`src/trap_csr_pkg.sv`:
```
// machine trap CSR definitions
`default_nettype none

package trap_csr_pkg;

    // data and address width of the core
    parameter int XLEN = 32;

    typedef logic [XLEN-1:0] xlen_t;     // data or address word
    typedef logic [11:0]     csr_addr_t; // CSR address space

    // CSR addresses written by the trap sequence
    parameter csr_addr_t CSR_MSTATUS = 12'h300;
    parameter csr_addr_t CSR_MEPC    = 12'h341;
    parameter csr_addr_t CSR_MCAUSE  = 12'h342;

    // mstatus bit positions
    parameter int MSTATUS_MIE  = 3;  // global machine interrupt enable
    parameter int MSTATUS_MPIE = 7;  // MIE before the trap

    // synchronous exception codes
    parameter xlen_t CAUSE_ECALL  = 32'd11; // ecall from M-mode
    parameter xlen_t CAUSE_EBREAK = 32'd3;  // breakpoint

    // external interrupts map to base + id
    parameter xlen_t CAUSE_IRQ_BASE = 32'd8;

    // top bit of mcause marks an interrupt
    parameter xlen_t CAUSE_IRQ_FLAG = 32'h8000_0000;

endpackage

`default_nettype wire

```
`src/trap_ctrl_pkg.sv`:
```
// trap controller types
`default_nettype none

package trap_ctrl_pkg;

    // what the arbiter hands to the sequencer
    typedef enum logic [1:0] {
        KIND_SYNC = 2'd0, // ecall or ebreak
        KIND_IRQ  = 2'd1, // external interrupt
        KIND_MRET = 2'd2  // return from trap
    } trap_kind_e;

    // CSR write sequencer
    typedef enum logic [2:0] {
        S_IDLE            = 3'd0,
        S_WR_MEPC         = 3'd1,
        S_WR_MSTATUS      = 3'd2,
        S_WR_MCAUSE       = 3'd3,
        S_WR_MSTATUS_MRET = 3'd4,
        S_REDIRECT        = 3'd5
    } seq_state_e;

endpackage

`default_nettype wire

```
`src/trap_req_if.sv`:
```
// trap request channel
`timescale 1ns/1ps
`default_nettype none

interface trap_req_if;

    logic                      valid; // request taken at this edge
    trap_ctrl_pkg::trap_kind_e kind;  // sync, irq or mret
    trap_csr_pkg::xlen_t       cause; // value for mcause
    trap_csr_pkg::xlen_t       epc;   // value for mepc
    logic                      busy;  // sequencer not idle

    // arbiter side
    modport arb (
        output valid,
        output kind,
        output cause,
        output epc,
        input  busy
    );

    // sequencer side
    modport seq (
        input  valid,
        input  kind,
        input  cause,
        input  epc,
        output busy
    );

endinterface

`default_nettype wire

```
`src/trap_arbiter.sv`:
```
// trap request arbiter
`timescale 1ns/1ps
`default_nettype none

module trap_arbiter #(
    parameter int IRQ_ID_W = 8
) (
    input  wire                        clk,
    input  wire                        rst_n,
    input  wire                        inst_valid_i,
    input  wire trap_csr_pkg::xlen_t   inst_addr_i,
    input  wire                        sys_op_ecall_i,
    input  wire                        sys_op_ebreak_i,
    input  wire                        sys_op_mret_i,
    input  wire                        atom_opt_busy_i,
    input  wire                        int_req_i,
    input  wire [IRQ_ID_W-1:0]         int_id_i,
    input  wire trap_csr_pkg::xlen_t   csr_mstatus_i,
    trap_req_if.arb                    req,
    output logic                       stall_o
);

    logic                sync_req;  // ecall or ebreak present
    logic                irq_ok;    // interrupt may be taken
    logic                ctx_open;  // inside an interrupt handler
    logic [IRQ_ID_W-1:0] ctx_id;    // id of the open handler

    assign sync_req = sys_op_ecall_i | sys_op_ebreak_i;

    // hold the pipeline until the atomic op retires
    assign stall_o = sync_req & atom_opt_busy_i;

    // same id may not nest before mret
    assign irq_ok = int_req_i & csr_mstatus_i[trap_csr_pkg::MSTATUS_MIE]
                    & (~ctx_open | (int_id_i != ctx_id));

    // ecall beats ebreak beats mret beats interrupt
    always_comb begin
        req.valid = 1'b0;
        req.kind  = trap_ctrl_pkg::KIND_SYNC;
        req.cause = '0;
        if (inst_valid_i && !req.busy) begin
            if (sync_req) begin
                req.valid = ~atom_opt_busy_i; // nothing issued while stalled
                req.cause = sys_op_ecall_i ? trap_csr_pkg::CAUSE_ECALL
                                           : trap_csr_pkg::CAUSE_EBREAK;
            end else if (sys_op_mret_i) begin
                req.valid = 1'b1;
                req.kind  = trap_ctrl_pkg::KIND_MRET;
            end else if (irq_ok) begin
                req.valid = 1'b1;
                req.kind  = trap_ctrl_pkg::KIND_IRQ;
                req.cause = trap_csr_pkg::CAUSE_IRQ_FLAG
                            | (trap_csr_pkg::CAUSE_IRQ_BASE
                               + trap_csr_pkg::xlen_t'(int_id_i));
            end
        end
    end

    assign req.epc = inst_addr_i; // pc of the trapping instruction

    // interrupt context flag
    always_ff @(posedge clk or negedge rst_n) begin
        if (!rst_n) begin
            ctx_open <= 1'b0;
        end else if (req.valid) begin
            if (req.kind == trap_ctrl_pkg::KIND_IRQ) begin
                ctx_open <= 1'b1;
            end else if (req.kind == trap_ctrl_pkg::KIND_MRET) begin
                ctx_open <= 1'b0;
            end
        end
    end

    // id only matters while ctx_open is set
    always_ff @(posedge clk) begin
        if (req.valid && req.kind == trap_ctrl_pkg::KIND_IRQ) begin
            ctx_id <= int_id_i;
        end
    end

    // no request may be offered to a working sequencer
    a_no_valid_when_busy : assert property (
        @(posedge clk) disable iff (!rst_n)
        !(req.valid && req.busy)
    );

endmodule

`default_nettype wire

```
`src/csr_write_seq.sv`:
```
// trap CSR write sequencer
`timescale 1ns/1ps
`default_nettype none

module csr_write_seq (
    input  wire                          clk,
    input  wire                          rst_n,
    trap_req_if.seq                      req,
    input  wire trap_csr_pkg::xlen_t     csr_mstatus_i,
    input  wire trap_csr_pkg::xlen_t     csr_mepc_i,
    input  wire trap_csr_pkg::xlen_t     csr_mtvec_i,
    output logic                         csr_we_o,
    output trap_csr_pkg::csr_addr_t      csr_waddr_o,
    output trap_csr_pkg::xlen_t          csr_wdata_o,
    output trap_csr_pkg::xlen_t          int_addr_o,
    output logic                         int_assert_o,
    output logic                         flush_o
);

    trap_ctrl_pkg::seq_state_e state;
    trap_ctrl_pkg::seq_state_e state_next;

    trap_csr_pkg::xlen_t       epc_q;      // saved pc
    trap_csr_pkg::xlen_t       cause_q;    // saved mcause value
    trap_ctrl_pkg::trap_kind_e kind_q;     // selects redirect target
    trap_csr_pkg::xlen_t       mstatus_q;  // mstatus at acceptance

    trap_csr_pkg::xlen_t       mstatus_trap; // value written on trap entry
    trap_csr_pkg::xlen_t       mstatus_mret; // value written on mret

    // payload captured when a request is taken
    always_ff @(posedge clk) begin
        if (req.valid) begin
            epc_q     <= req.epc;
            cause_q   <= req.cause;
            kind_q    <= req.kind;
            mstatus_q <= csr_mstatus_i;
        end
    end

    // trap entry saves mie into mpie and clears mie
    always_comb begin
        mstatus_trap = mstatus_q;
        mstatus_trap[trap_csr_pkg::MSTATUS_MPIE] = mstatus_q[trap_csr_pkg::MSTATUS_MIE];
        mstatus_trap[trap_csr_pkg::MSTATUS_MIE]  = 1'b0;
    end

    // mret restores mie from mpie and sets mpie
    always_comb begin
        mstatus_mret = mstatus_q;
        mstatus_mret[trap_csr_pkg::MSTATUS_MIE]  = mstatus_q[trap_csr_pkg::MSTATUS_MPIE];
        mstatus_mret[trap_csr_pkg::MSTATUS_MPIE] = 1'b1;
    end

    always_comb begin
        state_next = state;
        case (state)
            trap_ctrl_pkg::S_IDLE: begin
                if (req.valid) begin
                    if (req.kind == trap_ctrl_pkg::KIND_MRET) begin
                        state_next = trap_ctrl_pkg::S_WR_MSTATUS_MRET;
                    end else begin
                        state_next = trap_ctrl_pkg::S_WR_MEPC;
                    end
                end
            end
            trap_ctrl_pkg::S_WR_MEPC:         state_next = trap_ctrl_pkg::S_WR_MSTATUS;
            trap_ctrl_pkg::S_WR_MSTATUS:      state_next = trap_ctrl_pkg::S_WR_MCAUSE;
            trap_ctrl_pkg::S_WR_MCAUSE:       state_next = trap_ctrl_pkg::S_REDIRECT;
            trap_ctrl_pkg::S_WR_MSTATUS_MRET: state_next = trap_ctrl_pkg::S_REDIRECT;
            trap_ctrl_pkg::S_REDIRECT:        state_next = trap_ctrl_pkg::S_IDLE;
            default:                          state_next = trap_ctrl_pkg::S_IDLE;
        endcase
    end

    always_ff @(posedge clk or negedge rst_n) begin
        if (!rst_n) begin
            state <= trap_ctrl_pkg::S_IDLE;
        end else begin
            state <= state_next;
        end
    end

    // outputs decoded from the state register
    always_comb begin
        csr_we_o     = 1'b0;
        csr_waddr_o  = '0;
        csr_wdata_o  = '0;
        int_assert_o = 1'b0;
        int_addr_o   = '0;
        case (state)
            trap_ctrl_pkg::S_WR_MEPC: begin
                csr_we_o    = 1'b1;
                csr_waddr_o = trap_csr_pkg::CSR_MEPC;
                csr_wdata_o = epc_q;
            end
            trap_ctrl_pkg::S_WR_MSTATUS: begin
                csr_we_o    = 1'b1;
                csr_waddr_o = trap_csr_pkg::CSR_MSTATUS;
                csr_wdata_o = mstatus_trap;
            end
            trap_ctrl_pkg::S_WR_MCAUSE: begin
                csr_we_o    = 1'b1;
                csr_waddr_o = trap_csr_pkg::CSR_MCAUSE;
                csr_wdata_o = cause_q;
            end
            trap_ctrl_pkg::S_WR_MSTATUS_MRET: begin
                csr_we_o    = 1'b1;
                csr_waddr_o = trap_csr_pkg::CSR_MSTATUS;
                csr_wdata_o = mstatus_mret;
            end
            trap_ctrl_pkg::S_REDIRECT: begin
                int_assert_o = 1'b1;
                // live csr values already updated by the writes above
                int_addr_o   = (kind_q == trap_ctrl_pkg::KIND_MRET) ? csr_mepc_i
                                                                    : csr_mtvec_i;
            end
            default: begin
            end
        endcase
    end

    assign req.busy = (state != trap_ctrl_pkg::S_IDLE);
    assign flush_o  = req.busy; // pipeline flushed for the whole sequence

    a_we_assert_excl : assert property (
        @(posedge clk) disable iff (!rst_n)
        !(csr_we_o && int_assert_o)
    );

    a_redirect_once : assert property (
        @(posedge clk) disable iff (!rst_n)
        (state == trap_ctrl_pkg::S_REDIRECT) |=> (state == trap_ctrl_pkg::S_IDLE)
    );

endmodule

`default_nettype wire

```
`src/clint_top.sv`:
```
// core-local trap controller top
`timescale 1ns/1ps
`default_nettype none

module clint_top #(
    parameter int IRQ_ID_W = 8
) (
    input  wire                         clk,
    input  wire                         rst_n,

    // execute stage
    input  wire                         inst_valid_i,
    input  wire trap_csr_pkg::xlen_t    inst_addr_i,
    input  wire                         sys_op_ecall_i,
    input  wire                         sys_op_ebreak_i,
    input  wire                         sys_op_mret_i,
    input  wire                         atom_opt_busy_i,
    input  wire                         int_req_i,
    input  wire [IRQ_ID_W-1:0]          int_id_i,

    // current csr values
    input  wire trap_csr_pkg::xlen_t    csr_mstatus_i,
    input  wire trap_csr_pkg::xlen_t    csr_mepc_i,
    input  wire trap_csr_pkg::xlen_t    csr_mtvec_i,

    // pipeline control
    output logic                        stall_o,
    output logic                        flush_o,

    // csr write port
    output logic                        csr_we_o,
    output trap_csr_pkg::csr_addr_t     csr_waddr_o,
    output trap_csr_pkg::xlen_t         csr_wdata_o,

    // fetch redirect
    output trap_csr_pkg::xlen_t         int_addr_o,
    output logic                        int_assert_o
);

    trap_req_if req_bus ();

    trap_arbiter #(
        .IRQ_ID_W (IRQ_ID_W)
    ) u_arbiter (
        .clk             (clk),
        .rst_n           (rst_n),
        .inst_valid_i    (inst_valid_i),
        .inst_addr_i     (inst_addr_i),
        .sys_op_ecall_i  (sys_op_ecall_i),
        .sys_op_ebreak_i (sys_op_ebreak_i),
        .sys_op_mret_i   (sys_op_mret_i),
        .atom_opt_busy_i (atom_opt_busy_i),
        .int_req_i       (int_req_i),
        .int_id_i        (int_id_i),
        .csr_mstatus_i   (csr_mstatus_i),
        .req             (req_bus.arb),
        .stall_o         (stall_o)
    );

    csr_write_seq u_seq (
        .clk           (clk),
        .rst_n         (rst_n),
        .req           (req_bus.seq),
        .csr_mstatus_i (csr_mstatus_i),
        .csr_mepc_i    (csr_mepc_i),
        .csr_mtvec_i   (csr_mtvec_i),
        .csr_we_o      (csr_we_o),
        .csr_waddr_o   (csr_waddr_o),
        .csr_wdata_o   (csr_wdata_o),
        .int_addr_o    (int_addr_o),
        .int_assert_o  (int_assert_o),
        .flush_o       (flush_o)
    );

endmodule

`default_nettype wire

```
`config.mk`:
```
export PLATFORM = sky130hd
export DESIGN_NAME = clint_top
export DESIGN_NICKNAME = d
export VERILOG_FILES = /design/src/trap_csr_pkg.sv /design/src/trap_ctrl_pkg.sv /design/src/trap_req_if.sv /design/src/trap_arbiter.sv /design/src/csr_write_seq.sv /design/src/clint_top.sv
export SDC_FILE = /design/constraint.sdc
export NUM_CORES = 1
export LEC_CHECK = 0
export BUFFER_PORTS_ARGS = -buffer_cell sky130_fd_sc_hd__buf_2
export CAP_MARGIN = 20
export CORE_ASPECT_RATIO = 0.5
export CORE_MARGIN = 8
export CORE_UTILIZATION = 49
export CTS_CLUSTER_SIZE = 14
export DETAILED_ROUTE_END_ITERATION = 12
export PLACE_DENSITY = 0.82
export SLEW_MARGIN = 20
export SYNTH_ARGS = -nofsm -noshare
export SYNTH_HDL_FRONTEND = slang
export SYNTH_SLANG_ARGS = --single-unit
export TNS_END_PERCENT = 30
```
`constraint.sdc`:
```
create_clock -name clk -period 12.05 [get_ports clk]
set_clock_uncertainty 0.15 [all_clocks]
set_input_delay 1.205 -clock clk [delete_from_list [all_inputs] [get_ports clk]]
set_output_delay 1.205 -clock clk [all_outputs]
set_load 0.01 [all_outputs]
```
==> flow_summary_export.csv, run 1 <==
group,metric,value,unit
status,outcome,"finished, final reports clean",
place,placed_cell_area,0.00529,sq mm
floorplan,die_area,0.0119,sq mm
yosys,ys_warn_count,0,
power_and_ir_drop,p_leak,0.00250,uW
layout,insertedDiodeCount,0,
layout,layoutNonFillerInstCount,684,
grt,antenna_found_initial,0,
critical_path,crit_start,"u_seq.state[0]$_DFFE_PN0P_",
critical_path,r2r-start,"u_seq.state[1]$_DFFE_PN0P_",
floorplan,initial_core_util,51.4,%
critical_path,cp_top_family,"simple AND/OR/NAND/NOR gates",
drt,viasPerCell,5.06,
grt,grt_pass1_wl,17800,um
yosys,synth-xor-area-share,2.73,%
grt,grt_util_all_layers,18.8,%
yosys,syn_area,0.00417,sq mm
floorplan,coreArea,0.00812,sq mm
critical_path,cp_max_fo,23,
layout,finish.instance_area,0.00561,sq mm
sta,period_minus_slack,3.99,ns
drt,dr.pass1.iters,5,
layout,fillers,576,
floorplan,io_pins,224,
run,drv_cap,0,
yosys,synth-compound-area-share,13.6,%
cts,cts_inserted_buffers,9,
sta,setup_viol,0,
yosys,syn_avg_cell_area,11.5,sq um
critical_path,cp_cell_sequence,"nand2_1, nor2_2, a22o_1, buf_2",
cts,htreeDepth,3,
sta,max_freq,0.251,GHz
critical_path,r2r_end,"u_arbiter.ctx_id[5]$_DFFE_PP_",
critical_path,critical_path_class,"flop to output port",
yosys,synth_top_family_by_area,"compound AO/OA/AOI/OAI gates",
layout,drive_gt1_share,43.7,%
layout,fin_nets,714,
grt,overflow,0,
critical_path,ff2ff_path_depth,7,
floorplan,fp.dieW,146,um
critical_path,slowest_delay,0.83,ns
power_and_ir_drop,p_per_area,189,mW/mm^2
cts,cts_resized,0,
cts,cts_buffer_depth,2,
yosys,yosys_most_used_dff,"edfxtp_1",
cts,cts_tree,"built",
drt,postRouteAntennaNets,0,
drt,drc_errors,0,
floorplan,die_y,81.2,um
yosys,ys_seq_area_share,62.9,%
critical_path,crit_end,"csr_wdata_o[21]",
drt,detailedRoute.firstIterationViolations,241,
yosys,synth_top_area_cell,"edfxtp_1",
yosys,synthArstFlopShare,4.55,%
yosys,synthCells,362,
layout,syn_to_final_growth,34.6,%
power_and_ir_drop,total_power,1060,uW
yosys,synth_edf_count,84,
sta,hold_viol_final,0,
critical_path,crit_path_top_delay_cell,"nor2_2",
hold_path,hold_path_class,"flop to flop",
place,dp_hpwl,8840,um
critical_path,critPathRequiredTime,10.69,ns
critical_path,r2r_slack,8.85,ns
layout,layout.core_utilization,69.1,%
yosys,synth_most_common_cell,"edfxtp_1",
critical_path,worstPathArrival,2.63,ns
sta,min_period_over_period,33.1,%
yosys,synthTopCellsByArea,"edfxtp_1 (61%), nand2_1 (7.1%), a22o_1 (4.6%)",
yosys,yosys.area.top_type_share,60.5,%
place,port_buffers,216,
cts,clk_pin_slew,0.06,ns
sta,tightest_slew,1.01,ns
drt,drt-wirelength-per-cell,17.0,um
power_and_ir_drop,max-vdd-ir-drop,134,uV
yosys,synth_cell_types,38,
drt,vias,3462,
cts,clkSinkCount,88,
cts,post_cts_buffers,0,
yosys,synth-adder-area-share,0.901,%
sta,slew_viol_final,0,
sta,rsz0062_at_grt,"false",
grt,grt_pass1_vias,3496,
critical_path,critPathCaptureType,"output port",
yosys,synth-simple-area-share,12.4,%
yosys,ys_ff_latch,88,
drt,drt_wl_total,11700,um
cts,ctsHoldBuffers,0,
critical_path,cp-start-kind,"flop",
critical_path,critical_path_depth,4,
place,dpl.cell_count,667,
grt,grt_max_degree,77,
place,place_congestion,0.867,
sta,relSlewSlack,32.4,%
floorplan,row_count,23,
cts,cts.root.buffer_cell,"clkbuf_16",
yosys,synth.area.mux_share,2.67,%
yosys,ys_top_cells_by_count,"edfxtp_1 (84), nand2_1 (79), a21oi_1 (34)",
cts,insertion_delay,0.33,ns
critical_path,path_buf_inv,1,
sta,fin_tns_setup,0,ns
flip-flops by register name, indices dropped and copies added (netlist names):
signal / count
u_arbiter.ctx_id: 8
u_seq.state: 3
u_seq.kind_q: 2
u_seq.epc_q: 32
u_seq.cause_q: 10
u_arbiter.ctx_open: 1
u_seq.mstatus_q: 32
how the worst min path moves through the flow:
stage,startpoint,end,slack (ns),cells after the start
6_report,u_arbiter.ctx_open$_DFFE_PN0P_,u_arbiter.ctx_open$_DFFE_PN0P_,0.46,2
5_1_grt,u_arbiter.ctx_open$_DFFE_PN0P_,u_arbiter.ctx_open$_DFFE_PN0P_,0.50,2
4_1_cts,u_arbiter.ctx_open$_DFFE_PN0P_,u_arbiter.ctx_open$_DFFE_PN0P_,0.45,2
3_5_place_dp,u_arbiter.ctx_open$_DFFE_PN0P_,u_arbiter.ctx_open$_DFFE_PN0P_,0.43,2
3_3_place_gp,u_arbiter.ctx_open$_DFFE_PN0P_,u_arbiter.ctx_open$_DFFE_PN0P_,0.42,2
2_1_floorplan,u_arbiter.ctx_open$_DFFE_PN0P_,u_arbiter.ctx_open$_DFFE_PN0P_,0.36,2
per-layer routing:
| metal | wire length, um | global-route usage, % |
|---|---|---|
| met3 | 901 | 6.54 |
| met2 | 6180 | 36.3 |
| met4 | 114 | 6.01 |
| met1 | 4450 | 19.3 |
| met5 | 0 | 0 |
worst reg2reg max path: cells and delay by family, from the launching register on:
family / cells / cell delay (ns)
adder cells (fa/ha/maj): 1 / 0.15
AND/OR/NAND/NOR: 2 / 0.89
flip-flops: 1 / 0.65
AO/OA/AOI/OAI: 2 / 0.80
buffers and inverters: 2 / 0.19
area by class of cell:
cell class,instances,area [sq um],share of cell area (%)
inverter,11,41.3,0.736
timing repair buffer,218,1100,19.6
tap,112,140,2.50
sequential,88,2620,46.7
multi-input combinational,239,1410,25.0
clock buffer,9,225,4.01
clock inverter,7,77.6,1.38
cell families (layout without fill, tap and decap cells):
group           after synthesis  after routing
buf+inv                      41            245
compound gates               88             88
flops                        88             88
mux                          10             10
other cells                   1              7
xor+xnor                     13             13
simple gates                118            118
fa+ha+maj                     3              3
per-stage QoR:
| stage | hold slack, ns | worst slack, ns |
|---|---|---|
| 3_3_place_gp | 0.416 | 8.18 |
| 2_1_floorplan | 0.363 | 5.67 |
| 6_report | 0.457 | 8.06 |
| 4_1_cts | 0.455 | 8.05 |
| 3_5_place_dp | 0.435 | 7.95 |
| 5_1_grt | 0.503 | 7.77 |
power by group:
part / switching (uW) / internal (uW) / leakage [uW]
clock network: 113 / 163 / 0.000148
registers: 34.1 / 378 / 0.000821
logic: 215 / 157 / 0.00153
layout by cell type (no fill, tap or decap), types with 3 or more instances in the layout:
cell       synthesis  routed
a21oi_1           34      33
a22o_1            22      22
a22oi_1            9       9
buf_2              2     216
clkbuf_16          0       9
conb_1             1       7
dfrtp_1            4       4
edfxtp_1          84      84
ha_1               3       3
inv_1             11      11
inv_6              0       3
mux2_2             9       9
nand2_1           79      79
nand3_1            4       4
nor2_1            12      10
nor3_1             4       4
o21ai_0           16      16
or3_1              3       3
xnor2_1           11      11
Power figures use the tool's default switching activity.
==> run 2: changes to the inputs <==
- CORE_UTILIZATION: 49 -> 45
- PLACE_DENSITY: 0.82 -> 0.76
- clock period: 12.05 -> 4.1 ns (I/O delays scaled with it)
==> flow_summary_export.csv, run 2 (synthesis results as in run 1) <==
group,metric,value,unit
drt,viasPerCell,4.99,
cts,cts_buffer_depth,2,
drt,drt-wirelength-per-cell,17.1,um
cts,clk_pin_slew,0.06,ns
critical_path,critical_path_depth,4,
power_and_ir_drop,p_per_area,565,mW/mm^2
layout,fillers,755,
critical_path,slowest_delay,0.80,ns
power_and_ir_drop,total_power,3210,uW
layout,multi_input_area,0.00140,sq mm
critical_path,critical_path_class,"flop to output port",
sta,rsz0062_at_grt,"false",
layout,insertedDiodeCount,0,
critical_path,cp-start-kind,"flop",
critical_path,critPathCaptureType,"output port",
floorplan,die_y,84.1,um
floorplan,fp.dieW,152,um
cts,htreeDepth,3,
layout,mostFrequentLayoutCells,"buf_2 (216), edfxtp_1 (84), nand2_1 (79), a21oi_1 (33), a22o_1 (22)",
layout,fin_nets,716,
layout,mostFrequentLayoutCell,"buf_2",
place,dp_hpwl,9020,um
status,outcome,"finished, final reports clean",
layout,regArea,0.00262,sq mm
grt,antenna_found_initial,0,
cts,clkSinkCount,88,
drt,dr.pass1.iters,5,
grt,grt_util_all_layers,18.1,%
floorplan,die_area,0.0128,sq mm
floorplan,coreArea,0.00886,sq mm
sta,setup_viol,0,
run,drv_cap,0,
power_and_ir_drop,p_leak,0.00253,uW
place,dpl.cell_count,674,
sta,relSlewSlack,34.0,%
sta,min_period_over_period,75.4,%
grt,grt_max_degree,76,
cts,insertion_delay,0.34,ns
place,dp_slack,1.27,ns
sta,max_freq,0.324,GHz
layout,largestRegisters,"u_seq.epc_q x32, u_seq.mstatus_q x32, u_seq.cause_q x10",
layout,layoutNonFillerInstCount,691,
drt,vias,3447,
critical_path,critPathRequiredTime,3.54,ns
critical_path,cp_cell_sequence,"xnor2_1, nor2_2, a22o_1, buf_2",
drt,detailedRoute.firstIterationViolations,233,
critical_path,worstPathArrival,2.53,ns
cts,cts_inserted_buffers,9,
hold_path,hold_path_class,"input pin to flop",
grt,grt_pass1_wl,18500,um
sta,slew_viol_final,0,
layout,drive_gt1_share,43.7,%
sta,tightest_slew,0.988,ns
critical_path,ff2ff_path_depth,8,
cts,post_cts_buffers,0,
layout,syn_to_final_growth,36.3,%
sta,hold_viol_final,0,
drt,drc_errors,0,
floorplan,initial_core_util,47.0,%
hold_path,hold_depth,1,
critical_path,path_buf_inv,1,
place,port_buffers,216,
drt,drt_wl_total,11800,um
sta,setup_ws,1.01,ns
drt,postRouteAntennaNets,0,
grt,grt_pass1_vias,3693,
grt,overflow,0,
critical_path,cp_top_family,"flip-flops",
floorplan,io_pins,224,
cts,cts.root.buffer_cell,"clkbuf_16",
place,place_congestion,0.832,
cts,cts_tree,"built",
sta,period_minus_slack,3.09,ns
power_and_ir_drop,max-vdd-ir-drop,360,uV
critical_path,crit_path_top_delay_cell,"dfrtp_1",
sta,fin_tns_setup,0,ns
critical_path,cp_max_fo,22,
floorplan,row_count,24,
==> run 2: cell count changes in the layout (fill, tap and decap cells not counted) <==
cell | before | now
buf_4 | 1 | 2
a211oi_1 | 0 | 1
buf_6 | 1 | 0
buf_12 | 0 | 1
clkinvlp_4 | 0 | 1
inv_6 | 3 | 0
clkinv_1 | 1 | 0
dlygate4sd3_1 | 0 | 1
clkinv_2 | 0 | 1
bufinv_16 | 1 | 3
a211oi_2 | 1 | 0
==> run 2: path summary, 6_finish.rpt <==
path                       slack [ns]                              to                      startpoint
max reg2reg                      1.19   u_arbiter.ctx_id[4]$_DFFE_PP_      u_seq.state[1]$_DFFE_PN0P_
max                              1.01                 csr_wdata_o[21]      u_seq.state[1]$_DFFE_PN0P_
min in group asynchronous        0.27      u_seq.state[1]$_DFFE_PN0P_                           rst_n
min reg2reg                      0.44  u_arbiter.ctx_open$_DFFE_PN0P_  u_arbiter.ctx_open$_DFFE_PN0P_
max in group asynchronous        3.40      u_seq.state[0]$_DFFE_PN0P_                           rst_n
min                              0.09       u_seq.epc_q[24]$_DFFE_PP_                 inst_addr_i[24]
==> run 2: timing repair <==
action	in CTS	in global routing
hold buffers	1	0
endpoints found under the hold margin	4	0
resized for setup	0	0
==> run 2: routing by layer <==
metal	global-route usage (%)	vias to the layer above	wire, um
met1	18.3	1558	4460
met2	32.9	152	6060
li1	-	1718	-
met4	7.47	0	265
met3	7.39	19	1050
met5	0	-	0
==> run 2: worst reg2reg max path, cell delays in order (launching register included) <==
cell      delay [ns]
dfrtp_1         0.64
or4b_4          0.64
nor3_1          0.20
o31ai_2         0.21
inv_1           0.12
ha_1            0.15
inv_1           0.05
a211oi_1        0.24
buf_4           0.23
==> run 2: cell type report <==
type                    count  share of cell area, %
repair buffers            220                   19.8
clock buffers               9                   3.96
clock inverters             7                   2.11
well taps                 117                   2.58
flip-flops and latches     88                   46.2
inverters                  11                  0.727
multi-input cells         239                   24.6
==> run 2: stage by stage <==
stage	hold slack, ns	util (%)	area, sq um
3_5_place_dp	0.0725	60.0	5320
6_report	0.0946	64.1	5680
2_1_floorplan	-0.0356	-	4190
5_1_grt	0.0750	64.1	5680
4_1_cts	0.0810	64.1	5670
3_3_place_gp	0.0699	60.0	5320
==> run 2: power breakdown <==
group	leakage [uW]	switching, uW	total [uW]	internal (uW)
logic	0.00154	614	1080	466
clock network	0.000166	327	923	596
registers	0.000821	97.3	1210	1110
total	0.00253	1040	3210	2170
